### src/design/via_pkg.sv
package via_pkg;

	// ==============================
	// bus types
	// ==============================
	typedef logic [31:0] word_t;

	// register map, 10 and 15 unused
	typedef enum logic [3:0] {
		PB   = 4'd0,
		PA   = 4'd1,
		DDRB = 4'd2,
		DDRA = 4'd3,
		T1CL = 4'd4,
		T1CH = 4'd5,
		T1LL = 4'd6,
		T1LH = 4'd7,
		T2CL = 4'd8,
		T2CH = 4'd9,
		ACR  = 4'd11,
		PCR  = 4'd12,
		IFR  = 4'd13,
		IER  = 4'd14
	} reg_addr_e;

	typedef enum logic [1:0] {
		ONESHOT,
		FREERUN,
		PULSE_COUNT // counts pb6 falling edges
	} timer_mode_e;

	// ==============================
	// interrupt sources
	// ==============================
	typedef enum logic [1:0] {
		IRQ_CA1 = 2'd0,
		IRQ_CB1 = 2'd1,
		IRQ_T1  = 2'd2,
		IRQ_T2  = 2'd3
	} irq_src_e;

	localparam int NUM_IRQ = 4;

	// register field positions
	localparam int ACR_PA_LE    = 0;
	localparam int ACR_PB_LE    = 1;
	localparam int ACR_T2_PULSE = 5;
	localparam int ACR_T1_FREE  = 6;
	localparam int PCR_CA1_POS  = 0;
	localparam int PCR_CB1_POS  = 4;
	localparam int IER_SET      = 7; // 1 sets, 0 clears
	localparam int IFR_ANY      = 7;

endpackage

### src/design/via_port.sv
`timescale 1ns/10ps

module via_port import via_pkg::*; #(
	parameter int PORT_W = 32
) (
	input  logic              clk_i,
	input  logic              rst_i,
	input  logic              out_wr_i,
	input  logic              ddr_wr_i,
	input  logic [3:0]        sel_i,
	input  word_t             wdata_i,
	input  logic              latch_en_i,
	input  logic              edge_pos_i,
	input  logic              strobe_pin_i,
	input  logic [PORT_W-1:0] pins_i,
	output logic [PORT_W-1:0] out_o,
	output logic [PORT_W-1:0] oe_o,
	output logic [PORT_W-1:0] rd_o,
	output logic              strobe_evt_o
);

	logic [PORT_W-1:0] out_q;
	logic [PORT_W-1:0] ddr_q;
	logic [PORT_W-1:0] live;
	logic              strb_sync_q;
	logic              strb_prev_q;
	logic              strb_edge;

	// output bits read back the latch
	assign live = (ddr_q & out_q) | (~ddr_q & pins_i);

	assign strb_edge = edge_pos_i ? (strb_sync_q & ~strb_prev_q)
	                              : (~strb_sync_q & strb_prev_q);

	always_ff @(posedge clk_i) begin
		if (rst_i) begin
			out_q        <= '0;
			ddr_q        <= '0; // all inputs
			strb_sync_q  <= 1'b0;
			strb_prev_q  <= 1'b0;
			strobe_evt_o <= 1'b0;
		end else begin
			for (int i = 0; i < PORT_W; i++) begin
				if (out_wr_i && sel_i[i/8])
					out_q[i] <= wdata_i[i];
				if (ddr_wr_i && sel_i[i/8])
					ddr_q[i] <= wdata_i[i];
			end
			strb_sync_q  <= strobe_pin_i;
			strb_prev_q  <= strb_sync_q;
			strobe_evt_o <= strb_edge; // second edge after the pin
		end
	end

	// input latch, transparent unless latching is on
	always_ff @(posedge clk_i) begin
		if (!latch_en_i || strobe_evt_o)
			rd_o <= live;
	end

	assign out_o = out_q;
	assign oe_o  = ddr_q;

endmodule

### src/design/via_timer.sv
`timescale 1ns/10ps

module via_timer import via_pkg::*; #(
	parameter int TIMER_W = 32
) (
	input  logic               clk_i,
	input  logic               rst_i,
	input  timer_mode_e        mode_i,
	input  logic               latch_wr_i,
	input  logic               load_i,
	input  word_t              wdata_i,
	input  logic               pulse_pin_i,
	output logic [TIMER_W-1:0] count_o,
	output logic [TIMER_W-1:0] latch_o,
	output logic               zero_evt_o
);

	logic [TIMER_W-1:0] count_q;
	logic [TIMER_W-1:0] latch_q;
	logic               pin_sync_q;
	logic               pin_prev_q;
	logic               pin_fall;
	logic               dec;

	assign pin_fall = pin_prev_q & ~pin_sync_q;

	always_comb begin
		case (mode_i)
			ONESHOT, FREERUN: dec = 1'b1;
			PULSE_COUNT:      dec = pin_fall;
			default:          dec = 1'b0;
		endcase
	end

	// decrement out of zero
	assign zero_evt_o = dec & ~load_i & (count_q == '0);

	always_ff @(posedge clk_i) begin
		if (rst_i) begin
			count_q    <= '1;
			latch_q    <= '0;
			pin_sync_q <= 1'b0;
			pin_prev_q <= 1'b0;
		end else begin
			pin_sync_q <= pulse_pin_i;
			pin_prev_q <= pin_sync_q;
			if (load_i) begin
				count_q <= wdata_i[TIMER_W-1:0];
				latch_q <= wdata_i[TIMER_W-1:0];
			end else begin
				if (latch_wr_i)
					latch_q <= wdata_i[TIMER_W-1:0];
				if (zero_evt_o && mode_i == FREERUN)
					count_q <= latch_q; // period is latch+1
				else if (dec)
					count_q <= count_q - 1'b1; // wraps to all ones
			end
		end
	end

	assign count_o = count_q;
	assign latch_o = latch_q;

	a_wr_excl: assert property (@(posedge clk_i) disable iff (rst_i)
		!(latch_wr_i && load_i));

endmodule

### src/design/via_irq.sv
`timescale 1ns/10ps

module via_irq import via_pkg::*; (
	input  logic               clk_i,
	input  logic               rst_i,
	input  logic [NUM_IRQ-1:0] evt_i,
	input  logic [NUM_IRQ-1:0] clr_i,
	input  logic               ier_wr_i,
	input  word_t              wdata_i,
	output logic [NUM_IRQ-1:0] ifr_o,
	output logic [NUM_IRQ-1:0] ier_o,
	output logic               irq_o
);

	logic [NUM_IRQ-1:0] flag_q;
	logic [NUM_IRQ-1:0] en_q;

	always_ff @(posedge clk_i) begin
		if (rst_i) begin
			flag_q <= '0;
			en_q   <= '0;
			irq_o  <= 1'b0;
		end else begin
			flag_q <= (flag_q & ~clr_i) | evt_i; // event beats clear
			if (ier_wr_i) begin
				if (wdata_i[IER_SET])
					en_q <= en_q | wdata_i[NUM_IRQ-1:0];
				else
					en_q <= en_q & ~wdata_i[NUM_IRQ-1:0];
			end
			irq_o <= |(flag_q & en_q);
		end
	end

	assign ifr_o = flag_q;
	assign ier_o = en_q;

	a_irq_cause: assert property (@(posedge clk_i) disable iff (rst_i)
		irq_o |-> $past(|(flag_q & en_q)));

endmodule

### src/design/via_regctl.sv
`timescale 1ns/10ps

module via_regctl import via_pkg::*; #(
	parameter int PORT_W  = 32,
	parameter int TIMER_W = 32
) (
	input  logic               clk_i,
	input  logic               rst_i,
	input  logic               cs_i,
	input  logic               we_i,
	input  reg_addr_e          adr_i,
	input  logic [3:0]         sel_i,
	input  word_t              dat_i,
	input  logic [PORT_W-1:0]  pa_rd_i,
	input  logic [PORT_W-1:0]  pb_rd_i,
	input  logic [TIMER_W-1:0] t1_count_i,
	input  logic [TIMER_W-1:0] t1_latch_i,
	input  logic [TIMER_W-1:0] t2_count_i,
	input  logic [TIMER_W-1:0] t2_latch_i,
	input  logic [NUM_IRQ-1:0] ifr_i,
	input  logic [NUM_IRQ-1:0] ier_i,
	input  logic               irq_i,
	output logic               ack_o,
	output word_t              dat_o,
	output logic               pa_out_wr_o,
	output logic               pa_ddr_wr_o,
	output logic               pb_out_wr_o,
	output logic               pb_ddr_wr_o,
	output logic               pa_le_o,
	output logic               pb_le_o,
	output logic               ca1_pos_o,
	output logic               cb1_pos_o,
	output logic               t1_latch_wr_o,
	output logic               t1_load_o,
	output timer_mode_e        t1_mode_o,
	output logic               t2_latch_wr_o,
	output logic               t2_load_o,
	output timer_mode_e        t2_mode_o,
	output logic [NUM_IRQ-1:0] irq_clr_o,
	output logic               ier_wr_o
);

	logic       acc_wr;
	logic       acc_rd;
	logic [7:0] acr_q;
	logic [7:0] pcr_q;
	word_t      rdata;

	assign acc_wr = cs_i & we_i;
	assign acc_rd = cs_i & ~we_i;

	// ==============================
	// write strobes
	// ==============================
	assign pa_out_wr_o   = acc_wr && adr_i == PA && |sel_i; // no lane, no write
	assign pa_ddr_wr_o   = acc_wr && adr_i == DDRA && |sel_i;
	assign pb_out_wr_o   = acc_wr && adr_i == PB && |sel_i;
	assign pb_ddr_wr_o   = acc_wr && adr_i == DDRB && |sel_i;
	assign t1_latch_wr_o = acc_wr && adr_i == T1LL;
	assign t1_load_o     = acc_wr && adr_i == T1CH; // counter and latch
	assign t2_latch_wr_o = acc_wr && adr_i == T2CL;
	assign t2_load_o     = acc_wr && adr_i == T2CH;
	assign ier_wr_o      = acc_wr && adr_i == IER;

	// flag clears, IFR write bits plus access side effects
	always_comb begin
		irq_clr_o = '0;
		if (acc_wr && adr_i == IFR)
			irq_clr_o = dat_i[NUM_IRQ-1:0];
		irq_clr_o[IRQ_CA1] = irq_clr_o[IRQ_CA1] | (cs_i && adr_i == PA);
		irq_clr_o[IRQ_CB1] = irq_clr_o[IRQ_CB1] | (cs_i && adr_i == PB);
		irq_clr_o[IRQ_T1]  = irq_clr_o[IRQ_T1] | (acc_rd && adr_i == T1CL) | t1_load_o;
		irq_clr_o[IRQ_T2]  = irq_clr_o[IRQ_T2] | (acc_rd && adr_i == T2CL) | t2_load_o;
	end

	always_ff @(posedge clk_i) begin
		if (rst_i) begin
			acr_q <= '0;
			pcr_q <= '0;
			ack_o <= 1'b0;
		end else begin
			if (acc_wr && adr_i == ACR)
				acr_q <= dat_i[7:0];
			if (acc_wr && adr_i == PCR)
				pcr_q <= dat_i[7:0];
			ack_o <= cs_i; // single cycle, no wait states
		end
	end

	assign pa_le_o   = acr_q[ACR_PA_LE];
	assign pb_le_o   = acr_q[ACR_PB_LE];
	assign ca1_pos_o = pcr_q[PCR_CA1_POS];
	assign cb1_pos_o = pcr_q[PCR_CB1_POS];
	assign t1_mode_o = acr_q[ACR_T1_FREE] ? FREERUN : ONESHOT;
	assign t2_mode_o = acr_q[ACR_T2_PULSE] ? PULSE_COUNT : ONESHOT;

	// ==============================
	// read mux
	// ==============================
	always_comb begin
		rdata = '0;
		case (adr_i)
			PA:               rdata = word_t'(pa_rd_i);
			PB:               rdata = word_t'(pb_rd_i);
			T1CL, T1CH:       rdata = word_t'(t1_count_i);
			T1LL, T1LH:       rdata = word_t'(t1_latch_i);
			T2CL, T2CH:       rdata = word_t'(t2_count_i);
			ACR:              rdata = word_t'(acr_q);
			PCR:              rdata = word_t'(pcr_q);
			IFR: begin
				rdata[NUM_IRQ-1:0] = ifr_i;
				rdata[IFR_ANY]     = irq_i; // summary bit
			end
			IER:              rdata = word_t'(ier_i);
			default:          rdata = '0; // ddr is write only, oe pins show it
		endcase
	end

	always_ff @(posedge clk_i) begin
		if (acc_rd)
			dat_o <= rdata; // held until the next read
	end

	a_ack_single: assert property (@(posedge clk_i) disable iff (rst_i)
		ack_o |=> !ack_o);

	// written T2CH value must land in the timer latch
	a_t2_load: assert property (@(posedge clk_i) disable iff (rst_i)
		t2_load_o |=> t2_latch_i == $past(dat_i[TIMER_W-1:0]));

endmodule

### src/design/via_top.sv
`timescale 1ns/10ps

module via_top import via_pkg::*; #(
	parameter int PORT_W  = 32,
	parameter int TIMER_W = 32
) (
	input  logic              clk_i,
	input  logic              rst_i,
	input  logic              cs_i,
	input  logic              we_i,
	input  reg_addr_e         adr_i,
	input  logic [3:0]        sel_i,
	input  word_t             dat_i,
	input  logic              ca1_i,
	input  logic              cb1_i,
	input  logic [PORT_W-1:0] pa_i,
	input  logic [PORT_W-1:0] pb_i,
	output logic              ack_o,
	output word_t             dat_o,
	output logic              irq_o,
	output logic [PORT_W-1:0] pa_o,
	output logic [PORT_W-1:0] pa_oe_o,
	output logic [PORT_W-1:0] pb_o,
	output logic [PORT_W-1:0] pb_oe_o
);

	// ==============================
	// internal nets
	// ==============================
	logic               pa_out_wr;
	logic               pa_ddr_wr;
	logic               pb_out_wr;
	logic               pb_ddr_wr;
	logic               pa_le;
	logic               pb_le;
	logic               ca1_pos;
	logic               cb1_pos;
	logic [PORT_W-1:0]  pa_rd;
	logic [PORT_W-1:0]  pb_rd;
	logic               ca1_evt;
	logic               cb1_evt;
	logic               t1_latch_wr;
	logic               t1_load;
	timer_mode_e        t1_mode;
	logic               t2_latch_wr;
	logic               t2_load;
	timer_mode_e        t2_mode;
	logic [TIMER_W-1:0] t1_count;
	logic [TIMER_W-1:0] t1_latch;
	logic [TIMER_W-1:0] t2_count;
	logic [TIMER_W-1:0] t2_latch;
	logic               t1_zero;
	logic               t2_zero;
	logic [NUM_IRQ-1:0] irq_evt;
	logic [NUM_IRQ-1:0] irq_clr;
	logic [NUM_IRQ-1:0] ifr;
	logic [NUM_IRQ-1:0] ier;
	logic               ier_wr;

	assign irq_evt[IRQ_CA1] = ca1_evt;
	assign irq_evt[IRQ_CB1] = cb1_evt;
	assign irq_evt[IRQ_T1]  = t1_zero;
	assign irq_evt[IRQ_T2]  = t2_zero;

	via_regctl #(.PORT_W(PORT_W), .TIMER_W(TIMER_W)) u_regctl (
		.clk_i(clk_i), .rst_i(rst_i), .cs_i(cs_i), .we_i(we_i), .adr_i(adr_i),
		.sel_i(sel_i), .dat_i(dat_i),
		.pa_rd_i(pa_rd), .pb_rd_i(pb_rd),
		.t1_count_i(t1_count), .t1_latch_i(t1_latch),
		.t2_count_i(t2_count), .t2_latch_i(t2_latch),
		.ifr_i(ifr), .ier_i(ier), .irq_i(irq_o),
		.ack_o(ack_o), .dat_o(dat_o),
		.pa_out_wr_o(pa_out_wr), .pa_ddr_wr_o(pa_ddr_wr),
		.pb_out_wr_o(pb_out_wr), .pb_ddr_wr_o(pb_ddr_wr),
		.pa_le_o(pa_le), .pb_le_o(pb_le), .ca1_pos_o(ca1_pos), .cb1_pos_o(cb1_pos),
		.t1_latch_wr_o(t1_latch_wr), .t1_load_o(t1_load), .t1_mode_o(t1_mode),
		.t2_latch_wr_o(t2_latch_wr), .t2_load_o(t2_load), .t2_mode_o(t2_mode),
		.irq_clr_o(irq_clr), .ier_wr_o(ier_wr)
	);

	via_port #(.PORT_W(PORT_W)) u_port_a (
		.clk_i(clk_i), .rst_i(rst_i), .out_wr_i(pa_out_wr), .ddr_wr_i(pa_ddr_wr),
		.sel_i(sel_i), .wdata_i(dat_i), .latch_en_i(pa_le), .edge_pos_i(ca1_pos),
		.strobe_pin_i(ca1_i), .pins_i(pa_i),
		.out_o(pa_o), .oe_o(pa_oe_o), .rd_o(pa_rd), .strobe_evt_o(ca1_evt)
	);

	via_port #(.PORT_W(PORT_W)) u_port_b (
		.clk_i(clk_i), .rst_i(rst_i), .out_wr_i(pb_out_wr), .ddr_wr_i(pb_ddr_wr),
		.sel_i(sel_i), .wdata_i(dat_i), .latch_en_i(pb_le), .edge_pos_i(cb1_pos),
		.strobe_pin_i(cb1_i), .pins_i(pb_i),
		.out_o(pb_o), .oe_o(pb_oe_o), .rd_o(pb_rd), .strobe_evt_o(cb1_evt)
	);

	// both timers see pb6, only t2 mode uses it
	via_timer #(.TIMER_W(TIMER_W)) u_t1 (
		.clk_i(clk_i), .rst_i(rst_i), .mode_i(t1_mode), .latch_wr_i(t1_latch_wr),
		.load_i(t1_load), .wdata_i(dat_i), .pulse_pin_i(pb_i[6]),
		.count_o(t1_count), .latch_o(t1_latch), .zero_evt_o(t1_zero)
	);

	via_timer #(.TIMER_W(TIMER_W)) u_t2 (
		.clk_i(clk_i), .rst_i(rst_i), .mode_i(t2_mode), .latch_wr_i(t2_latch_wr),
		.load_i(t2_load), .wdata_i(dat_i), .pulse_pin_i(pb_i[6]),
		.count_o(t2_count), .latch_o(t2_latch), .zero_evt_o(t2_zero)
	);

	via_irq u_irq (
		.clk_i(clk_i), .rst_i(rst_i), .evt_i(irq_evt), .clr_i(irq_clr),
		.ier_wr_i(ier_wr), .wdata_i(dat_i),
		.ifr_o(ifr), .ier_o(ier), .irq_o(irq_o)
	);

endmodule

### config.mk
export PLATFORM = sky130hd
export DESIGN_NAME = via_top
export DESIGN_NICKNAME = d
export VERILOG_FILES = /design/src/design/via_pkg.sv /design/src/design/via_port.sv /design/src/design/via_timer.sv /design/src/design/via_irq.sv /design/src/design/via_regctl.sv /design/src/design/via_top.sv
export SDC_FILE = /design/constraint.sdc
export NUM_CORES = 1
export LEC_CHECK = 0
export BUFFER_PORTS_ARGS = -buffer_cell sky130_fd_sc_hd__buf_2
export CORE_ASPECT_RATIO = 2
export CORE_MARGIN = 2
export CORE_UTILIZATION = 29
export DETAILED_ROUTE_END_ITERATION = 10
export PLACE_DENSITY_LB_ADDON = 0.3
export SYNTH_ARGS = -nofsm -noshare
export SYNTH_HDL_FRONTEND = slang
export SYNTH_SLANG_ARGS = --single-unit
### constraint.sdc
create_clock -name clk_i -period 3.9 [get_ports clk_i]
set_input_delay 0.78 -clock clk_i [delete_from_list [all_inputs] [get_ports clk_i]]
set_output_delay 0.78 -clock clk_i [all_outputs]
set_load 0.05 [all_outputs]
==> key figures, run 1 <==
Outcome
  – Status: finished, final reports clean

Worst setup path
  – Worst EP required: 4.28 ns
  – Crit path kind: register to register
  – CP Launch Type: register
  – Cell family with most CP delay: simple AND/OR/NAND/NOR gates
  – Flop-to-flop setup slack: 0.98 ns
  – Buf/Inv on CP: 0
  – CP Cell Sequence: or4_1 -> or2_2 -> nor4_4 -> nand3_4 -> o21ai_0 -> o21ai_0
  – Crit path capture type: register
  – Slowest-stage cell, CP: or4_1
  – CP max FO: 26
  – Max incr delay on CP: 0.67 ns
  – CP most frequent cell: o21ai_0
  – WP data arrival: 3.30 ns

Timing
  – Slew Limit Fails: 0
  – Worst Slack Setup Final: 0.982 ns
  – Worst Tran Pin Value: 1.09 ns
  – Fmax: 343 MHz
  – Final setup violation count: 0
  – Fin Hold WS: 0.463 ns
  – Period utilisation layout: 74.8%
  – Slew HR: 27.1%
  – RSZ-0062 raised after global routing: no
  – Layout Skew: 0.0216 ns
  – Fin crit period: 2.92 ns
  – Sum Neg Setup Slack: 0 ns
  – Final hold violation count: 0

Final layout
  – Post-layout util: 35.4%
  – Share of cells above drive strength 1: 22.8%
  – Most common cell after layout, fill and taps aside: nand2_1
  – Commonest non-fill, non-tap cells in the layout: nand2_1, buf_2, dfxtp_1
  – Non-Filler Instances: 2620
  – Nets: 2030
  – Area Overhead vs Synth: 21.2%

Flow run
  – Max-Cap Viols: 0

Drt
  – Final wirelength: 61300 um
  – Initial DRC count: 1266
  – Vias: 14.1k
  – Residual DRC count: 0
  – Detail Route Antenna Nets: 0
  – Post-DR vias/cell: 5.39
  – Wire per inst: 23.4 um
  – DR pass1 iterations: 7

Place
  – DP HPWL: 44200 um
  – Pre-CTS WS: 0.849 ns
  – Global placer's final weighted congestion: 0.889
  – Placed cells: 2550
  – I/O Buffers: 271

Logic synthesis
  – Unique masters post-synth: 60
  – Syn Std Cell Area: 15500 sq um
  – Top cells by area, synth: dfxtp_1, edfxtp_1, nand2_1, a21oi_1, nand3_1
  – Mapped Avg Cell Area: 9.17 sq um
  – Register area share after synthesis: 51.8%
  – Ys flop type: dfxtp_1
  – FF+latch count, synth: 354
  – Mapped Cells: 1695
  – Yosys warning total: 0
  – Synthesized Nets: 1808
  – Top-area cell type share of the netlist area: 33.2%
  – Post-synth EDFFs: 96
  – Yosys top cell by area: dfxtp_1
  – Post-synth ARST share: 0%

Floorplan
  – Die ar.: 55600 sq um
  – Initial core utilization: 29.2%
  – Row Count: 120
  – Die Y: 331 um
  – Die X: 168 um
  – Core Region: 53300 sq um
  – IO Count: 272

Clock tree
  – Post CTS Setup Buffer Count: 0
  – CTS Hold Bufs: 0
  – Clock slew seen by the registers of the worst setup and hold paths: 0.07 ns
  – CTS Buffer Depth: 3
  – CTS root buf: clkbuf_16
  – TritonCTS clock tree: done
  – CTS H-Tree Depth: 2
  – Post_cts resized: 0
  – Num CTS Buffers: 36
  – Sink Count: 354
  – Clock Latency Late Sink: 0.54 ns

Power
  – Switching power: 0.00201 W
  – Combinational fraction of design power: 7.7%
  – Max IR drop VDD: 0.000295 V
  – Clk pwr share: 44.0%
  – Leak: 6.93 nW
  – Power density over the cells: 431 nW/um^2
  – Share of power burned in registers: 48.3%
  – Internal Power: 0.00611 W
  – Net Sw Frac: 24.8%

GRT
  – First-pass GRT wire length: 89100 um
  – Vias in the first global route: 13.7k
  – Initial antenna violation count: 12
  – Total gr overflow: 0
  – Largest net degree at the start of global routing: 134
  – Total track usage: 21.4%

Worst hold path
  – Min-Delay Path Class: input pin to register
-- worst paths after layout --
| check | start | end | cells past startpoint |
|---|---|---|---|
| max | u_t1.count_o[10] | u_t1.count_o[10] | 6 |
| min | ca1_i | u_port_a.strb_sync_q | 2 |
| max reg2reg | u_t1.count_o[10] | u_t1.count_o[10] | 6 |
| min reg2reg | u_t1.latch_o[11] | u_t1.latch_o[11] | 2 |
-- Yosys cell counts, types with 5 or more instances --
| master | instances |
|---|---|
| a221o_1 | 24 |
| dfxtp_1 | 258 |
| nand2_1 | 288 |
| edfxtp_1 | 96 |
| nand4_1 | 8 |
| clkbuf_1 | 110 |
| nand2b_1 | 8 |
| nor2_1 | 84 |
| nor3_1 | 35 |
| xnor2_1 | 30 |
| mux2_2 | 64 |
| a22oi_1 | 12 |
| a21oi_1 | 211 |
| or3_1 | 16 |
| or4_1 | 8 |
| o211ai_1 | 10 |
| o21ai_1 | 7 |
| o21ai_0 | 89 |
| xor2_1 | 21 |
| nor2b_1 | 11 |
| inv_1 | 13 |
| nor4_1 | 16 |
| o22ai_1 | 5 |
| mux2i_1 | 58 |
| nand3_1 | 146 |
-- final cells by class --
| class | count | area [sq um] |
|---|---|---|
| tap | 671 | 840 |
| inverter | 13 | 48.8 |
| fill | 5455 | 34400 |
| clock buffer | 47 | 982 |
| clock inverter | 18 | 218 |
| antenna | 5 | 12.5 |
| sequential | 354 | 8050 |
| timing repair buffer | 301 | 1640 |
| multi-input combinational | 1211 | 7070 |
-- power groups by stage --
stage	Combinational, W	Sequential, W	Clock [W]
final	0.000624	0.00392	0.00358
after global routing	0.000661	0.00393	0.00377
after CTS	0.000624	0.00392	0.00365
after detailed placement	0.000620	0.00400	0
after global placement	0.000616	0.00400	0
after floorplan	0.000272	0.00406	0
-- kinds of logic (layout without fill, tap and decap cells) --
kind of cell	Yosys count	after routing	share of synthesized area, %
and+or+nand+nor	645	645	19.1
buffers and inverters	130	379	3.24
adders and majority gates	3	3	0.241
xor gates and xnor gates	51	51	2.87
AOI/OAI and AO/OA	390	390	14.4
other	0	5	0
muxes	122	122	8.37
DFF	354	354	51.8
-- stage by stage --
step,area [sq um],power [W]
after floorplan,15500,0.00433
after global placement,17600,0.00462
after detailed placement,17600,0.00462
after CTS,18800,0.00819
after global routing,18800,0.00836
final,18900,0.00812
-- layer usage --
metal  up-vias  part of all wire [%]  GRT usage [%]
li1       6509                     -              -
met1      6829                    36           23.4
met2       600                    53           39.4
met3       174                   5.7           2.99
met4         6                   5.5           11.8
met5         -                 0.055              0
-- registers in the layout, summed over array words and instances (netlist names), 4 cells and up, named ones only --
signal / cells
u_regctl.dat_o: 32
u_irq.ifr_o: 4
u_regctl.acr_q: 8
u_t1.count_o: 32
u_port_b.oe_o: 32
u_port_a.out_o: 32
u_t2.count_o: 32
u_regctl.pcr_q: 8
u_port_a.oe_o: 32
u_port_b.rd_o: 32
u_t1.latch_o: 32
u_port_a.rd_o: 32
u_port_b.out_o: 32
Note: power is estimated with default switching activity, not from simulation.
==> run 2, diff against run 1 <==
clock period = 2.5 ns   (was 3.9 ns; I/O delays follow)
==> run 2 against run 1 <==
  * Cell count is 2.6% higher
  * Global-route usage is 0.50 points higher
  * Sequential power is 56% higher
  * Clock power is 49% higher
  * Core utilization is 1.1 points higher
  * Power is 54% higher
  * Register-to-register slack worse by 0.84 ns
  * Sequential share of layout area is 1.2 points lower
  * Largest cell class unchanged
==> key figures, run 2 (synthesis results as in run 1) <==
Drt
  – Wire per inst: 23.3 um (-0.37%)
  – Final wirelength: 62700 um (+2.2%)
  – Post-DR vias/cell: 5.35 (-0.74%)
  – Detail Route Antenna Nets: 0 (unchanged)
  – Vias: 14.4k (+1.8%)
  – Initial DRC count: 1184 (-6.5%)
  – Residual DRC count: 0 (unchanged)
  – DR pass1 iterations: 6 (-1)

Worst setup path
  – WP data arrival: 2.79 ns (-0.51 ns)
  – Max incr delay on CP: 0.55 ns (-0.12 ns)
  – R2r endpoint: u_t1.count_o[31]
  – CP Cell Sequence: or4_4 -> or3_4 -> or3_2 -> or3_1 -> o21ai_0 -> o21ai_1
  – CP Launch Type: register
  – R2R cell count: 6 (unchanged)
  – Crit path from: u_t1.count_o[16]
  – Buf/Inv on CP: 0 (unchanged)
  – RR Startpoint: u_t1.count_o[16]
  – Crit path capture type: register
  – Cell family with most CP delay: simple AND/OR/NAND/NOR gates
  – CP max FO: 4 (-85%)
  – Slowest-stage cell, CP: or4_4
  – Crit path kind: register to register
  – Worst EP required: 2.92 ns (-1.36 ns)
  – Flop-to-flop setup slack: 0.14 ns (-0.84 ns)

Floorplan
  – Initial core utilization: 29.2% (unchanged)
  – IO Count: 272 (unchanged)
  – Die X: 168 um (unchanged)
  – Die Y: 331 um (unchanged)
  – Die ar.: 55600 sq um (unchanged)
  – Core Region: 53300 sq um (unchanged)
  – Row Count: 120 (unchanged)

Worst hold path
  – Worst hold start: cb1_i
  – Min-Delay Path Class: input pin to register
  – Hold path endpoint: u_port_b.strb_sync_q
  – Hold depth: 2 (unchanged)

Final layout
  – Post-layout util: 36.4% (+1.1 points)
  – Final Cell Area: 19400 sq um (+3.0%)
  – Share of cells above drive strength 1: 25.4% (+2.6 points)
  – Area Overhead vs Synth: 24.8%
  – Non-Filler Instances: 2688 (+2.6%)
  – Most common cell after layout, fill and taps aside: nand2_1
  – Nets: 2101 (+3.5%)
  – Commonest non-fill, non-tap cells in the layout: nand2_1, buf_2, dfxtp_1

Timing
  – Period utilisation layout: 94.4% (+20 points)
  – Final hold violation count: 0 (unchanged)
  – Fin crit period: 2.36 ns (-0.557 ns)
  – Final setup violation count: 0 (unchanged)
  – Sum Neg Setup Slack: 0 ns (unchanged)
  – Worst Tran Pin Value: 0.689 ns (-0.404 ns)
  – Layout Skew: 0.0154 ns (-0.00627 ns)
  – Slew Limit Fails: 0 (unchanged)
  – RSZ-0062 raised after global routing: no
  – Fmax: 424 MHz (+24%)
  – Slew HR: 53.8% (+27 points)

GRT
  – First-pass GRT wire length: 91600 um (+2.8%)
  – Largest net degree at the start of global routing: 76 (-43%)
  – Total gr overflow: 0 (unchanged)
  – Initial antenna violation count: 3 (-9)
  – Total track usage: 21.9% (+0.50 points)
  – Vias in the first global route: 14.2k (+4.2%)

Flow run
  – Max-Cap Viols: 0 (unchanged)

Clock tree
  – CTS Hold Bufs: 0 (unchanged)
  – CTS Buffer Depth: 3 (unchanged)
  – Sink Count: 354 (unchanged)
  – Clock slew seen by the registers of the worst setup and hold paths: 0.07 ns (about the same)
  – CTS H-Tree Depth: 2 (unchanged)
  – Post_cts resized: 0 (unchanged)
  – Num CTS Buffers: 36 (unchanged)
  – TritonCTS clock tree: done
  – Clock Latency Late Sink: 0.54 ns (about the same)
  – CTS root buf: clkbuf_16
  – Post CTS Setup Buffer Count: 0 (unchanged)

Place
  – I/O Buffers: 271 (unchanged)
  – DP HPWL: 46400 um (+5.1%)
  – Placed cells: 2621 (+2.8%)
  – Placed Area: 18300 sq um (+3.6%)
  – Global placer's final weighted congestion: 0.903 (+1.5%)

Outcome
  – Status: finished, final reports clean

Power
  – Leak: 7.28 nW (+5.1%)
  – Max IR drop VDD: 0.000486 V (+64%)
  – Power density over the cells: 644 nW/um^2 (+49%)
[run 2: changes by cell type in the layout (fill, tap and decap cells not counted), moves of 3 or more]
cell	delta
buf_12	+8
buf_4	+63
clkbuf_8	-3
clkinv_1	+4
diode_2	-4
[run 2: cell type report]
cell class                 instances  area, sq um
clock buffer                      46          970
sequential                       354         8050
timing repair buffer             372         2270
multi-input combinational       1211         7070
fill                            5366        33900
inverter                          13         48.8
antenna                            1         2.50
tap                              671          840
clock inverter                    20          159
[run 2: routing by layer]
layer	global-route usage [%]	vias up	wire [um]
met5	0	-	30
met4	12.2	4	3650
met3	3.10	171	3640
met2	40.7	656	32800
met1	23.6	6897	22500
li1	-	6649	-
[run 2: how the worst max path moves through the flow]
stage | slack, ns | cells after the start | to
floorplan | 0.06 | 8 | u_t1.count_o[16]
global placement | 0.14 | 6 | u_regctl.dat_o[24]
detailed placement | 0.08 | 5 | u_t2.count_o[26]
CTS | 0.09 | 5 | u_t2.count_o[26]
global route | 0.02 | 6 | u_t1.count_o[26]
finish | 0.14 | 6 | u_t1.count_o[31]
[run 2: per-stage QoR]
stage | total power, W | setup slack [ns] | hold WS (ns)
6_report | 0.0125 | 0.140 | 0.192
5_1_grt | 0.0128 | 0.0234 | 0.197
4_1_cts | 0.0126 | 0.0852 | 0.184
3_5_place_dp | 0.00729 | 0.0807 | 0.461
3_3_place_gp | 0.00728 | 0.139 | 0.453
2_1_floorplan | 0.00676 | 0.0629 | 0.428
[run 2: power breakdown]
group	total (W)	internal, W	leakage [nW]	switching, W
clock	0.00533	0.00297	0.549	0.00236
sequential	0.00611	0.00603	3.07	0.0000857
combinational	0.00106	0.000332	3.67	0.000723
total	0.0125	0.00933	7.28	0.00317
